[config.mk]
export PLATFORM = sky130hd
export DESIGN_NAME = scope_cmd_top
export DESIGN_NICKNAME = d
export VERILOG_FILES = /design/src/common/scope_pkg.sv /design/src/command/cmd_receiver.sv /design/src/spi/spi_sequencer.sv /design/src/capture/trigger_capture.sv /design/src/logic/reply_streamer.sv /design/src/logic/scope_cmd_top.sv
export SDC_FILE = /design/constraint.sdc
export NUM_CORES = 1
export LEC_CHECK = 0
export BUFFER_PORTS_ARGS = -buffer_cell sky130_fd_sc_hd__buf_2
export CORE_MARGIN = 1
export CORE_UTILIZATION = 50
export CTS_CLUSTER_SIZE = 30
export DETAILED_ROUTE_END_ITERATION = 8
export PLACE_DENSITY = 0.66
export SLEW_MARGIN = 30
export SYNTH_ARGS = -nofsm -noshare
export SYNTH_HDL_FRONTEND = slang
export SYNTH_HIERARCHICAL = 1
export SYNTH_SLANG_ARGS = --single-unit
export TNS_END_PERCENT = 20
[constraint.sdc]
create_clock -name clk -period 5.55 [get_ports clk]
set_clock_uncertainty 0.2 [all_clocks]
set_input_delay 0.8325 -clock clk [delete_from_list [all_inputs] [get_ports clk]]
set_output_delay 0.8325 -clock clk [all_outputs]
set_load 0.05 [all_outputs]
[src/common/scope_pkg.sv]
//--------------------
// shared widths, opcodes and reply kinds of the command processor
// thresholds are signed, in sample units
// spi byte counts other than 3 or 4 run as 2 bytes
//--------------------
`default_nettype none

package scope_pkg;

	// ------------------
	localparam int SAMPLE_W  = 12;
	localparam int WORD_W    = 32;
	localparam int BYTE_W    = 8;
	localparam int CMD_BYTES = 8;
	localparam int BUF_DEPTH = 64;          // samples
	localparam int BUF_AW    = 6;

	localparam logic [WORD_W-1:0] FW_VERSION = 32'd11;

	localparam logic signed [SAMPLE_W-1:0] THRESH_LO = -12'sd10;
	localparam logic signed [SAMPLE_W-1:0] THRESH_HI = 12'sd10;

	localparam int CS_SETUP_CYC = 6;        // cs low to first byte
	localparam int CS_HOLD_CYC  = 16;       // read-back to cs high
	localparam int NUM_CS       = 8;

	// ------------------
	typedef enum logic [7:0] {
		OP_READ_DATA = 8'd0,
		OP_VERSION   = 8'd2,
		OP_SPI       = 8'd3,
		OP_SPI_MODE  = 8'd4,
		OP_ARM       = 8'd5
	} cmd_op_e;

	typedef enum logic [7:0] {
		TRIG_NONE   = 8'd0,
		TRIG_THRESH = 8'd1
	} trig_mode_e;

	typedef enum logic [1:0] {
		REPLY_VERSION,
		REPLY_ECHO,
		REPLY_SPI,
		REPLY_DATA
	} reply_kind_e;

endpackage

`default_nettype wire

[src/command/cmd_receiver.sv]
//--------------------
// collects 8-byte commands, byte 0 is the opcode
// engines are driven over four-phase req/ack
// unknown opcodes are dropped without a reply
//--------------------
`timescale 1ns/10ps
`default_nettype none

module cmd_receiver (
	input  logic                                                  clk,
	input  logic                                                  rstn,
	input  logic                                                  i_cmd_valid,
	input  logic [scope_pkg::BYTE_W-1:0]                          i_cmd_data,
	output logic                                                  o_cmd_ready,
	input  logic                                                  i_spi_ack,
	input  logic                                                  i_arm_ack,
	input  logic                                                  i_reply_ack,
	output logic [scope_pkg::CMD_BYTES-1:0][scope_pkg::BYTE_W-1:0] o_cmd_bytes,
	output logic                                                  o_spi_req,
	output logic                                                  o_arm_req,
	output logic                                                  o_reply_req,
	output scope_pkg::reply_kind_e                                o_reply_kind,
	output logic [scope_pkg::WORD_W-1:0]                          o_reply_len,
	output logic [1:0]                                            o_spi_mode
);
	import scope_pkg::*;

	typedef enum logic [2:0] {S_RX, S_DECODE, S_SPI, S_SPI_DROP, S_WAIT_ACK, S_DROP} state_e;

	state_e                       state;
	logic [$clog2(CMD_BYTES)-1:0] byte_cnt;

	assign o_cmd_ready = (state == S_RX);

	always_ff @(posedge clk) begin
		if (o_cmd_ready && i_cmd_valid)
			o_cmd_bytes[byte_cnt] <= i_cmd_data;
	end

	always_ff @(posedge clk or negedge rstn) begin
		if (!rstn) begin
			state       <= S_RX;
			byte_cnt    <= '0;
			o_spi_req   <= 1'b0;
			o_arm_req   <= 1'b0;
			o_reply_req <= 1'b0;
			o_spi_mode  <= '0;
		end else begin
			case (state)
				S_RX: if (i_cmd_valid) begin
					byte_cnt <= byte_cnt + 1'b1;
					if (byte_cnt == 3'(CMD_BYTES - 1))
						state <= S_DECODE;
				end
				S_DECODE: begin
					o_reply_len <= 32'd4;
					state       <= S_WAIT_ACK;
					case (cmd_op_e'(o_cmd_bytes[0]))
						OP_READ_DATA: begin
							o_reply_kind <= REPLY_DATA;
							o_reply_len  <= {o_cmd_bytes[7], o_cmd_bytes[6],
								o_cmd_bytes[5], o_cmd_bytes[4]};    // little-endian
							o_reply_req  <= 1'b1;
						end
						OP_VERSION: begin
							o_reply_kind <= REPLY_VERSION;
							o_reply_req  <= 1'b1;
						end
						OP_SPI: begin
							o_spi_req <= 1'b1;
							state     <= S_SPI;
						end
						OP_SPI_MODE: begin
							o_spi_mode   <= o_cmd_bytes[1][1:0];
							o_reply_kind <= REPLY_ECHO;
							o_reply_req  <= 1'b1;
						end
						OP_ARM: o_arm_req <= 1'b1;             // no reply
						default: state <= S_RX;
					endcase
				end
				S_SPI: if (i_spi_ack) begin
					o_spi_req <= 1'b0;
					state     <= S_SPI_DROP;
				end
				S_SPI_DROP: if (!i_spi_ack) begin                // then reply with rx byte
					o_reply_kind <= REPLY_SPI;
					o_reply_req  <= 1'b1;
					state        <= S_WAIT_ACK;
				end
				S_WAIT_ACK: if (i_arm_ack || i_reply_ack) begin
					o_arm_req   <= 1'b0;
					o_reply_req <= 1'b0;
					state       <= S_DROP;
				end
				default: if (!i_arm_ack && !i_reply_ack)
					state <= S_RX;
			endcase
		end
	end

endmodule

`default_nettype wire

[src/spi/spi_sequencer.sv]
//--------------------
// one spi transaction on an external byte-level master
// sends bytes 2.. of the command, count from byte 7 (2, 3 or 4)
// returns the first rx byte after the last send
//--------------------
`timescale 1ns/10ps
`default_nettype none

module spi_sequencer (
	input  logic                                                  clk,
	input  logic                                                  rstn,
	input  logic                                                  i_spi_req,
	input  logic [scope_pkg::CMD_BYTES-1:0][scope_pkg::BYTE_W-1:0] i_cmd_bytes,
	output logic                                                  o_spi_ack,
	output logic [scope_pkg::BYTE_W-1:0]                          o_spi_tx,
	output logic                                                  o_spi_tx_dv,
	input  logic                                                  i_spi_tx_ready,
	input  logic [scope_pkg::BYTE_W-1:0]                          i_spi_rx,
	input  logic                                                  i_spi_rx_dv,
	output logic [scope_pkg::NUM_CS-1:0]                          o_spi_cs_n,
	output logic [$clog2(scope_pkg::NUM_CS)-1:0]                  o_spi_miso_sel,
	output logic [scope_pkg::BYTE_W-1:0]                          o_spi_rx_byte
);
	import scope_pkg::*;

	typedef enum logic [2:0] {S_IDLE, S_SETUP, S_SEND, S_GAP, S_RECV, S_HOLD, S_ACK} state_e;

	state_e                    state;
	logic [3:0]                wait_cnt;
	logic [1:0]                byte_idx;
	logic [1:0]                last_idx;
	logic [$clog2(NUM_CS)-1:0] cs_sel;

	assign cs_sel = i_cmd_bytes[1][$clog2(NUM_CS)-1:0];

	always_comb begin
		case (i_cmd_bytes[7])
			8'd3:    last_idx = 2'd2;
			8'd4:    last_idx = 2'd3;
			default: last_idx = 2'd1;
		endcase
	end

	always_ff @(posedge clk or negedge rstn) begin
		if (!rstn) begin
			state          <= S_IDLE;
			o_spi_ack      <= 1'b0;
			o_spi_tx_dv    <= 1'b0;
			o_spi_cs_n     <= '1;
			o_spi_miso_sel <= '0;
			wait_cnt       <= '0;
			byte_idx       <= '0;
		end else begin
			case (state)
				S_IDLE: if (i_spi_req) begin
					o_spi_cs_n     <= ~(NUM_CS'(1) << cs_sel);
					o_spi_miso_sel <= cs_sel;
					wait_cnt       <= '0;
					byte_idx       <= '0;
					state          <= S_SETUP;
				end
				S_SETUP: begin
					wait_cnt <= wait_cnt + 1'b1;
					if (wait_cnt == 4'(CS_SETUP_CYC - 1))
						state <= S_SEND;
				end
				S_SEND: if (i_spi_tx_ready) begin
					o_spi_tx    <= i_cmd_bytes[3'd2 + 3'(byte_idx)];
					o_spi_tx_dv <= 1'b1;
					byte_idx    <= byte_idx + 1'b1;
					state       <= (byte_idx == last_idx) ? S_RECV : S_GAP;
				end
				S_GAP: begin                                 // let the master drop ready
					o_spi_tx_dv <= 1'b0;
					state       <= S_SEND;
				end
				S_RECV: begin
					o_spi_tx_dv <= 1'b0;
					if (i_spi_rx_dv && !o_spi_tx_dv) begin   // skip a late rx of the prior byte
						o_spi_rx_byte <= i_spi_rx;
						wait_cnt      <= '0;
						state         <= S_HOLD;
					end
				end
				S_HOLD: begin
					wait_cnt <= wait_cnt + 1'b1;
					if (wait_cnt == 4'(CS_HOLD_CYC - 1)) begin
						o_spi_cs_n <= '1;
						o_spi_ack  <= 1'b1;
						state      <= S_ACK;
					end
				end
				default: if (!i_spi_req) begin
					o_spi_ack <= 1'b0;
					state     <= S_IDLE;
				end
			endcase
		end
	end

endmodule

`default_nettype wire

[src/capture/trigger_capture.sv]
//--------------------
// arm from byte 1 (trigger mode) and bytes 5:4 (sample count)
// count is clamped to the buffer depth
// an arm during a capture is acked and ignored
//--------------------
`timescale 1ns/10ps
`default_nettype none

module trigger_capture (
	input  logic                                                  clk,
	input  logic                                                  rstn,
	input  logic                                                  i_arm_req,
	input  logic [scope_pkg::CMD_BYTES-1:0][scope_pkg::BYTE_W-1:0] i_cmd_bytes,
	input  logic signed [scope_pkg::SAMPLE_W-1:0]                 i_adc_sample,
	input  logic                                                  i_adc_valid,
	input  logic [scope_pkg::BUF_AW-1:0]                          i_rd_addr,
	output logic                                                  o_arm_ack,
	output logic                                                  o_capture_done,
	output logic [scope_pkg::BUF_AW:0]                            o_buf_count,
	output logic [scope_pkg::SAMPLE_W-1:0]                        o_buf_rdata
);
	import scope_pkg::*;

	typedef enum logic [1:0] {S_IDLE, S_WAIT_LO, S_WAIT_HI, S_STORE} state_e;

	state_e              state;
	logic [BUF_AW:0]     target;
	logic [15:0]         req_len;
	logic                arm_new;
	logic                cross_hi;
	logic                wr_en;
	logic [SAMPLE_W-1:0] mem [BUF_DEPTH];

	assign req_len  = {i_cmd_bytes[5], i_cmd_bytes[4]};
	assign arm_new  = i_arm_req && !o_arm_ack;
	assign cross_hi = i_adc_valid && (i_adc_sample > THRESH_HI);
	// the crossing sample itself opens the run
	assign wr_en    = (state == S_STORE && i_adc_valid && o_buf_count != target) ||
		(state == S_WAIT_HI && cross_hi && target != '0);

	always_ff @(posedge clk or negedge rstn) begin
		if (!rstn) begin
			state          <= S_IDLE;
			o_arm_ack      <= 1'b0;
			o_capture_done <= 1'b0;
			o_buf_count    <= '0;
			target         <= '0;
		end else begin
			if (arm_new)
				o_arm_ack <= 1'b1;
			else if (!i_arm_req)
				o_arm_ack <= 1'b0;

			if (wr_en)
				o_buf_count <= o_buf_count + 1'b1;

			case (state)
				S_IDLE: if (arm_new) begin
					o_capture_done <= 1'b0;
					o_buf_count    <= '0;
					target         <= (req_len > 16'(BUF_DEPTH)) ?
						(BUF_AW+1)'(BUF_DEPTH) : req_len[BUF_AW:0];
					state          <= (i_cmd_bytes[1] == TRIG_THRESH) ? S_WAIT_LO : S_STORE;
				end
				S_WAIT_LO: if (i_adc_valid && i_adc_sample < THRESH_LO)
					state <= S_WAIT_HI;
				S_WAIT_HI: if (cross_hi)
					state <= S_STORE;
				default: if (o_buf_count == target) begin
					o_capture_done <= 1'b1;
					state          <= S_IDLE;
				end
			endcase
		end
	end

	// sample buffer, registered read
	always_ff @(posedge clk) begin
		if (wr_en)
			mem[o_buf_count[BUF_AW-1:0]] <= i_adc_sample;
		o_buf_rdata <= mem[i_rd_addr];
	end

endmodule

`default_nettype wire

[src/logic/reply_streamer.sv]
//--------------------
// streams reply words with keep/last from the bytes remaining
// data words pack two samples with the low sample in bits 15:0
// samples past the stored count read as zero
//--------------------
`timescale 1ns/10ps
`default_nettype none

module reply_streamer (
	input  logic                            clk,
	input  logic                            rstn,
	input  logic                            i_reply_req,
	input  scope_pkg::reply_kind_e          i_reply_kind,
	input  logic [scope_pkg::WORD_W-1:0]    i_reply_len,
	input  logic [scope_pkg::BYTE_W-1:0]    i_echo_byte,
	input  logic [scope_pkg::BYTE_W-1:0]    i_spi_rx_byte,
	input  logic                            i_capture_done,
	input  logic [scope_pkg::BUF_AW:0]      i_buf_count,
	input  logic [scope_pkg::SAMPLE_W-1:0]  i_buf_rdata,
	output logic                            o_reply_ack,
	output logic [scope_pkg::BUF_AW-1:0]    o_rd_addr,
	output logic                            o_rep_valid,
	output logic [scope_pkg::WORD_W-1:0]    o_rep_data,
	output logic [3:0]                      o_rep_keep,
	output logic                            o_rep_last,
	input  logic                            i_rep_ready
);
	import scope_pkg::*;

	typedef enum logic [2:0] {S_IDLE, S_CONST, S_WAIT_DONE, S_DATA, S_ACK} state_e;

	state_e              state;
	logic [WORD_W-1:0]   remain;
	logic [1:0]          fph;
	logic                pf_valid;
	logic [WORD_W-1:0]   pf_data;
	logic [BUF_AW-1:0]   smp_addr;
	logic [WORD_W/2-1:0] smp_half;
	logic                take;

	assign take     = o_rep_valid && i_rep_ready;
	assign smp_addr = o_rd_addr - 1'b1;                  // address behind rdata
	assign smp_half = ({1'b0, smp_addr} < i_buf_count) ? (WORD_W/2)'(i_buf_rdata) : '0;

	assign o_rep_last = (remain <= 32'd4);

	always_comb begin
		if (remain >= 32'd4)
			o_rep_keep = 4'b1111;
		else begin
			case (remain[1:0])
				2'd3:    o_rep_keep = 4'b0111;
				2'd2:    o_rep_keep = 4'b0011;
				2'd1:    o_rep_keep = 4'b0001;
				default: o_rep_keep = 4'b0000;
			endcase
		end
	end

	always_ff @(posedge clk or negedge rstn) begin
		if (!rstn) begin
			state       <= S_IDLE;
			o_reply_ack <= 1'b0;
			o_rep_valid <= 1'b0;
			o_rd_addr   <= '0;
			remain      <= '0;
			fph         <= '0;
			pf_valid    <= 1'b0;
		end else begin
			if (take)
				remain <= o_rep_last ? '0 : remain - 32'd4;

			case (state)
				S_IDLE: if (i_reply_req) begin
					remain    <= i_reply_len;
					o_rd_addr <= '0;
					fph       <= '0;
					pf_valid  <= 1'b0;
					case (i_reply_kind)
						REPLY_VERSION: o_rep_data <= FW_VERSION;
						REPLY_ECHO:    o_rep_data <= WORD_W'(i_echo_byte);
						REPLY_SPI:     o_rep_data <= WORD_W'(i_spi_rx_byte);
						default:       o_rep_data <= '0;
					endcase
					if (i_reply_kind == REPLY_DATA)
						state <= S_WAIT_DONE;
					else begin
						o_rep_valid <= 1'b1;
						state       <= S_CONST;
					end
				end
				S_CONST: if (take) begin
					o_rep_valid <= 1'b0;
					o_reply_ack <= 1'b1;
					state       <= S_ACK;
				end
				S_WAIT_DONE: begin
					if (remain == '0) begin                 // empty read-out
						o_reply_ack <= 1'b1;
						state       <= S_ACK;
					end else if (i_capture_done)
						state <= S_DATA;
				end
				S_DATA: begin
					// ------------------
					// pair fetch runs ahead of a stalled word
					case (fph)
						2'd0: if (!pf_valid) begin
							o_rd_addr <= o_rd_addr + 1'b1;
							fph       <= 2'd1;
						end
						2'd1: begin
							pf_data[WORD_W/2-1:0] <= smp_half;
							o_rd_addr             <= o_rd_addr + 1'b1;
							fph                   <= 2'd2;
						end
						default: begin
							pf_data[WORD_W-1:WORD_W/2] <= smp_half;
							pf_valid                   <= 1'b1;
							fph                        <= 2'd0;
						end
					endcase

					if (take && o_rep_last) begin
						o_rep_valid <= 1'b0;
						o_reply_ack <= 1'b1;
						state       <= S_ACK;
					end else if (pf_valid && (!o_rep_valid || take)) begin
						o_rep_data  <= pf_data;
						o_rep_valid <= 1'b1;
						pf_valid    <= 1'b0;
					end else if (take)
						o_rep_valid <= 1'b0;               // next pair not fetched yet
				end
				default: if (!i_reply_req) begin
					o_reply_ack <= 1'b0;
					state       <= S_IDLE;
				end
			endcase
		end
	end

endmodule

`default_nettype wire

[src/logic/scope_cmd_top.sv]
//--------------------
// command processor top, single clock domain
// spi master and adc sit outside
//--------------------
`timescale 1ns/10ps
`default_nettype none

module scope_cmd_top (
	input  logic                                 clk,
	input  logic                                 rstn,
	input  logic                                 i_cmd_valid,
	input  logic [scope_pkg::BYTE_W-1:0]         i_cmd_data,
	output logic                                 o_cmd_ready,
	output logic                                 o_rep_valid,
	output logic [scope_pkg::WORD_W-1:0]         o_rep_data,
	output logic [3:0]                           o_rep_keep,
	output logic                                 o_rep_last,
	input  logic                                 i_rep_ready,
	output logic [scope_pkg::BYTE_W-1:0]         o_spi_tx,
	output logic                                 o_spi_tx_dv,
	input  logic                                 i_spi_tx_ready,
	input  logic [scope_pkg::BYTE_W-1:0]         i_spi_rx,
	input  logic                                 i_spi_rx_dv,
	output logic [scope_pkg::NUM_CS-1:0]         o_spi_cs_n,
	output logic [$clog2(scope_pkg::NUM_CS)-1:0] o_spi_miso_sel,
	output logic [1:0]                           o_spi_mode,
	input  logic signed [scope_pkg::SAMPLE_W-1:0] i_adc_sample,
	input  logic                                 i_adc_valid
);
	import scope_pkg::*;

	logic [CMD_BYTES-1:0][BYTE_W-1:0] cmd_bytes;
	logic                             spi_req;
	logic                             spi_ack;
	logic                             arm_req;
	logic                             arm_ack;
	logic                             reply_req;
	logic                             reply_ack;
	reply_kind_e                      reply_kind;
	logic [WORD_W-1:0]                reply_len;
	logic [BYTE_W-1:0]                spi_rx_byte;
	logic                             capture_done;
	logic [BUF_AW:0]                  buf_count;
	logic [SAMPLE_W-1:0]              buf_rdata;
	logic [BUF_AW-1:0]                rd_addr;

	cmd_receiver u_cmd_receiver (
		.clk          (clk),
		.rstn         (rstn),
		.i_cmd_valid  (i_cmd_valid),
		.i_cmd_data   (i_cmd_data),
		.o_cmd_ready  (o_cmd_ready),
		.i_spi_ack    (spi_ack),
		.i_arm_ack    (arm_ack),
		.i_reply_ack  (reply_ack),
		.o_cmd_bytes  (cmd_bytes),
		.o_spi_req    (spi_req),
		.o_arm_req    (arm_req),
		.o_reply_req  (reply_req),
		.o_reply_kind (reply_kind),
		.o_reply_len  (reply_len),
		.o_spi_mode   (o_spi_mode)
	);

	spi_sequencer u_spi_sequencer (
		.clk            (clk),
		.rstn           (rstn),
		.i_spi_req      (spi_req),
		.i_cmd_bytes    (cmd_bytes),
		.o_spi_ack      (spi_ack),
		.o_spi_tx       (o_spi_tx),
		.o_spi_tx_dv    (o_spi_tx_dv),
		.i_spi_tx_ready (i_spi_tx_ready),
		.i_spi_rx       (i_spi_rx),
		.i_spi_rx_dv    (i_spi_rx_dv),
		.o_spi_cs_n     (o_spi_cs_n),
		.o_spi_miso_sel (o_spi_miso_sel),
		.o_spi_rx_byte  (spi_rx_byte)
	);

	trigger_capture u_trigger_capture (
		.clk            (clk),
		.rstn           (rstn),
		.i_arm_req      (arm_req),
		.i_cmd_bytes    (cmd_bytes),
		.i_adc_sample   (i_adc_sample),
		.i_adc_valid    (i_adc_valid),
		.i_rd_addr      (rd_addr),
		.o_arm_ack      (arm_ack),
		.o_capture_done (capture_done),
		.o_buf_count    (buf_count),
		.o_buf_rdata    (buf_rdata)
	);

	reply_streamer u_reply_streamer (
		.clk            (clk),
		.rstn           (rstn),
		.i_reply_req    (reply_req),
		.i_reply_kind   (reply_kind),
		.i_reply_len    (reply_len),
		.i_echo_byte    (cmd_bytes[1]),     // mode byte echoed back
		.i_spi_rx_byte  (spi_rx_byte),
		.i_capture_done (capture_done),
		.i_buf_count    (buf_count),
		.i_buf_rdata    (buf_rdata),
		.o_reply_ack    (reply_ack),
		.o_rd_addr      (rd_addr),
		.o_rep_valid    (o_rep_valid),
		.o_rep_data     (o_rep_data),
		.o_rep_keep     (o_rep_keep),
		.o_rep_last     (o_rep_last),
		.i_rep_ready    (i_rep_ready)
	);

endmodule

`default_nettype wire

==> metrics.csv <==
metric,value,unit
gate count after technology mapping,2274,
Critical Path RT,4.52,ns
Starting Density,50.7,%
Post-DP HPWL,60700,um
period utilization,71.7,%
post-route setup slack,1.57,ns
part of the power in the clock network,32.4,%
CTS root buf,clkbuf_16,
vias in the first global route,21500,
cell-internal power,15300,uW
TritonCTS clock tree,yes,
Synth cell types,86,
clk sink count,1039,
Setup TNS Final,0,ns
htree depth,3,
DRC Markers,0,
synth warn,6,
RR Endpoint,u_trigger_capture/mem[32][10],
First-pass DRT Iterations,5,
DR vias,21700,
Slew Limit Fails,0,
total track usage,22.7,%
initial antenna violation count,6,
critical path class,flip-flop to primary output,
post-CTS setup buffers,0,
Layout Nets,2463,
Placement Setup Slack,1.06,ns
die width,291,um
count of input and output buffers,87,
Max Fanout on Critical Path,6,
Die H,291,um
max cap viols,0,
Max Clock Freq,0.251,GHz
drt wl/cell,26.7,um
Rows,105,
Post-synth EDFFs,930,
Slew headroom,29.6,%
status,completed,
# setup viols final,0,
Die Area,84500,sq um
Routed WL,95200,um
VDD IR-drop max,0.366,mV
LEAKAGE,0.0152,uW
Clock Path Buffers,3,
cell taking the most area after synthesis,edfxtp_1,
hold crit path type,input pin to asynchronous set/reset pin,
worst endpoint data arrival time,2.95,ns
crit path time final,3.98,ns
"most common cell after layout, fill and taps aside",edfxtp_1,
IO Count,96,
area of the core,82200,sq um
FF-to-FF Start,u_trigger_capture/target[6],
post-DR vias/cell,6.08,
most frequent cells in the layout,"edfxtp_1, mux4_2, nand2_1",
DRT antenna net count,0,
crit start category,flip-flop,
"Hold-fix buffers, CTS",0,
internal reg-to-reg setup slack,1.93,ns
R2R cell count,7,
"Area growth, synth to finish",12.5,%
register area share after synthesis,73.4,%
Synth area leaders,"edfxtp_1, mux4_2, dfrtp_1, nor2_1, nand2_1",
PostCTS Resize Cnt,0,
asr flop ratio synth,9.34,%
Mapped Area,41700,sq um
P_sw,6350,uW
diode count,0,
Worst Max-Slew Pin Slew,1.05,ns
Final GP Congestion,0.945,
Worst setup EP type,primary output,
clock-pin slew on the worst setup and hold paths,0.06,ns
CTS Buf Count,104,
1st-iter DRT viols,2315,
global-route wire length before repair,142000,um
fill count,6044,
share of layout cells above drive strength 1,24.8,%
clock insertion delay at the later pin of the skew report,0.68,ns
Avg Inst Size Synth,18.3,sq um
"flops & latches, synth",1039,
Cell Pwr Density,460,nW/um^2
Comb pwr share,22.1,%
Sequential Power Share,45.6,%
sw frac,29.4,%
top cell type's share of synthesized area,67.0,%
pin count of the biggest net entering global routing,72,
Final Hold Fails,0,
RSZ-0062 raised after global routing,no,
GRT Residual Overflow,0,
Main synth FF type,edfxtp_1,
-- per-stage QoR --
step	util [%]	instances	instance area (sq um)	hold WS [ns]	power, uW
floorplan	-	2281	41700	0.215	13200
global placement	52.6	3374	43300	0.191	14600
detailed placement	52.7	3374	43400	0.201	14700
CTS	56.9	3570	46800	0.0251	21700
global route	57.0	3570	46900	0.0300	22400
finish	57.0	3570	46900	0.00512	21600
-- cell type report --
class | count | area, sq um | area share (%)
sequential | 1039 | 30600 | 65.3
multi-input combinational | 1099 | 10500 | 22.5
clock buffer | 138 | 2880 | 6.14
tap | 1070 | 1340 | 2.85
timing repair buffer | 137 | 863 | 1.84
clock inverter | 58 | 568 | 1.21
inverter | 29 | 109 | 0.232
-- registers in the layout (all words and copies together), names as in the netlist, 4 cells and up --
signal	cells
u_spi_sequencer/o_spi_rx_byte	8
u_cmd_receiver/o_cmd_bytes	64
u_reply_streamer/o_rep_data	24
u_reply_streamer/pf_data	24
u_trigger_capture/o_buf_count	7
u_reply_streamer/o_rd_addr	6
u_spi_sequencer/o_spi_cs_n	8
u_cmd_receiver/o_reply_len	32
u_reply_streamer/remain	32
u_spi_sequencer/o_spi_tx	8
u_spi_sequencer/wait_cnt	4
u_trigger_capture/mem	768
u_trigger_capture/target	7
u_trigger_capture/o_buf_rdata	12
-- synth_stat cells (23+ instances only) --
| cell type | instances |
|---|---|
| mux2i_1 | 40 |
| nor2_1 | 161 |
| inv_1 | 28 |
| edfxtp_1 | 930 |
| o21ai_0 | 57 |
| dfrtp_1 | 89 |
| xnor2_1 | 23 |
| nand2_1 | 121 |
| a21oi_1 | 48 |
| clkbuf_1 | 44 |
| buf_2 | 32 |
| nor3_1 | 33 |
| and2_1 | 55 |
| buf_4 | 23 |
| mux4_2 | 196 |
-- power by group through the flow --
stage / Sequential [uW] / Clock, uW / Combinational [uW]
after global placement: 9980 / 0 / 4640
after detailed placement: 10000 / 0 / 4740
after global routing: 9930 / 7400 / 5080
final: 9840 / 6990 / 4760
after floorplan: 9730 / 0 / 3480
after CTS: 9840 / 7110 / 4760
-- worst max path at each step --
stage                                          end  cells past startpoint  slack (ns)                         from
CTS                                  o_rep_keep[0]                      6        1.53  u_reply_streamer/remain[18]
global placement     u_trigger_capture/mem[50][10]                      8        1.18              i_adc_sample[6]
detailed placement    u_trigger_capture/mem[18][1]                      8        1.06              i_adc_sample[6]
finish                               o_rep_keep[0]                      6        1.57  u_reply_streamer/remain[18]
global route                         o_rep_keep[0]                      6        1.38   u_reply_streamer/remain[6]
floorplan           u_reply_streamer/o_rep_data[0]                      6        1.03   u_reply_streamer/remain[2]
-- critical path: stages, from the launching register on --
cell	delay, ns
dfrtp_1	0.40
or4_4	0.57
or4_4	0.50
nor3_2	0.28
and3_1	0.25
nand2_1	0.07
buf_2	0.22
-- layer usage --
| metal | global-route usage (%) | routed length [um] | share of wire [%] |
|---|---|---|---|
| met2 | 35.8 | 45400 | 48 |
| met3 | 4.21 | 7430 | 7.8 |
| met4 | 6.50 | 2560 | 2.7 |
| met5 | 0 | 13 | 0.014 |
| met1 | 32.6 | 39800 | 42 |
-- kinds of logic (layout without fill, tap and decap cells) --
group / after synthesis / count (layout) / synth area share, %
xor+xnor: 44 / 44 / 0.924
simple gates: 517 / 517 / 6.25
compound gates: 251 / 251 / 4.16
other cells: 1 / 8 / 0.00900
buf+inv: 143 / 362 / 1.83
fa+ha+maj: 18 / 18 / 0.540
flops: 1039 / 1039 / 73.4
mux: 261 / 261 / 12.9
Note: power is estimated with default switching activity, not from simulation.
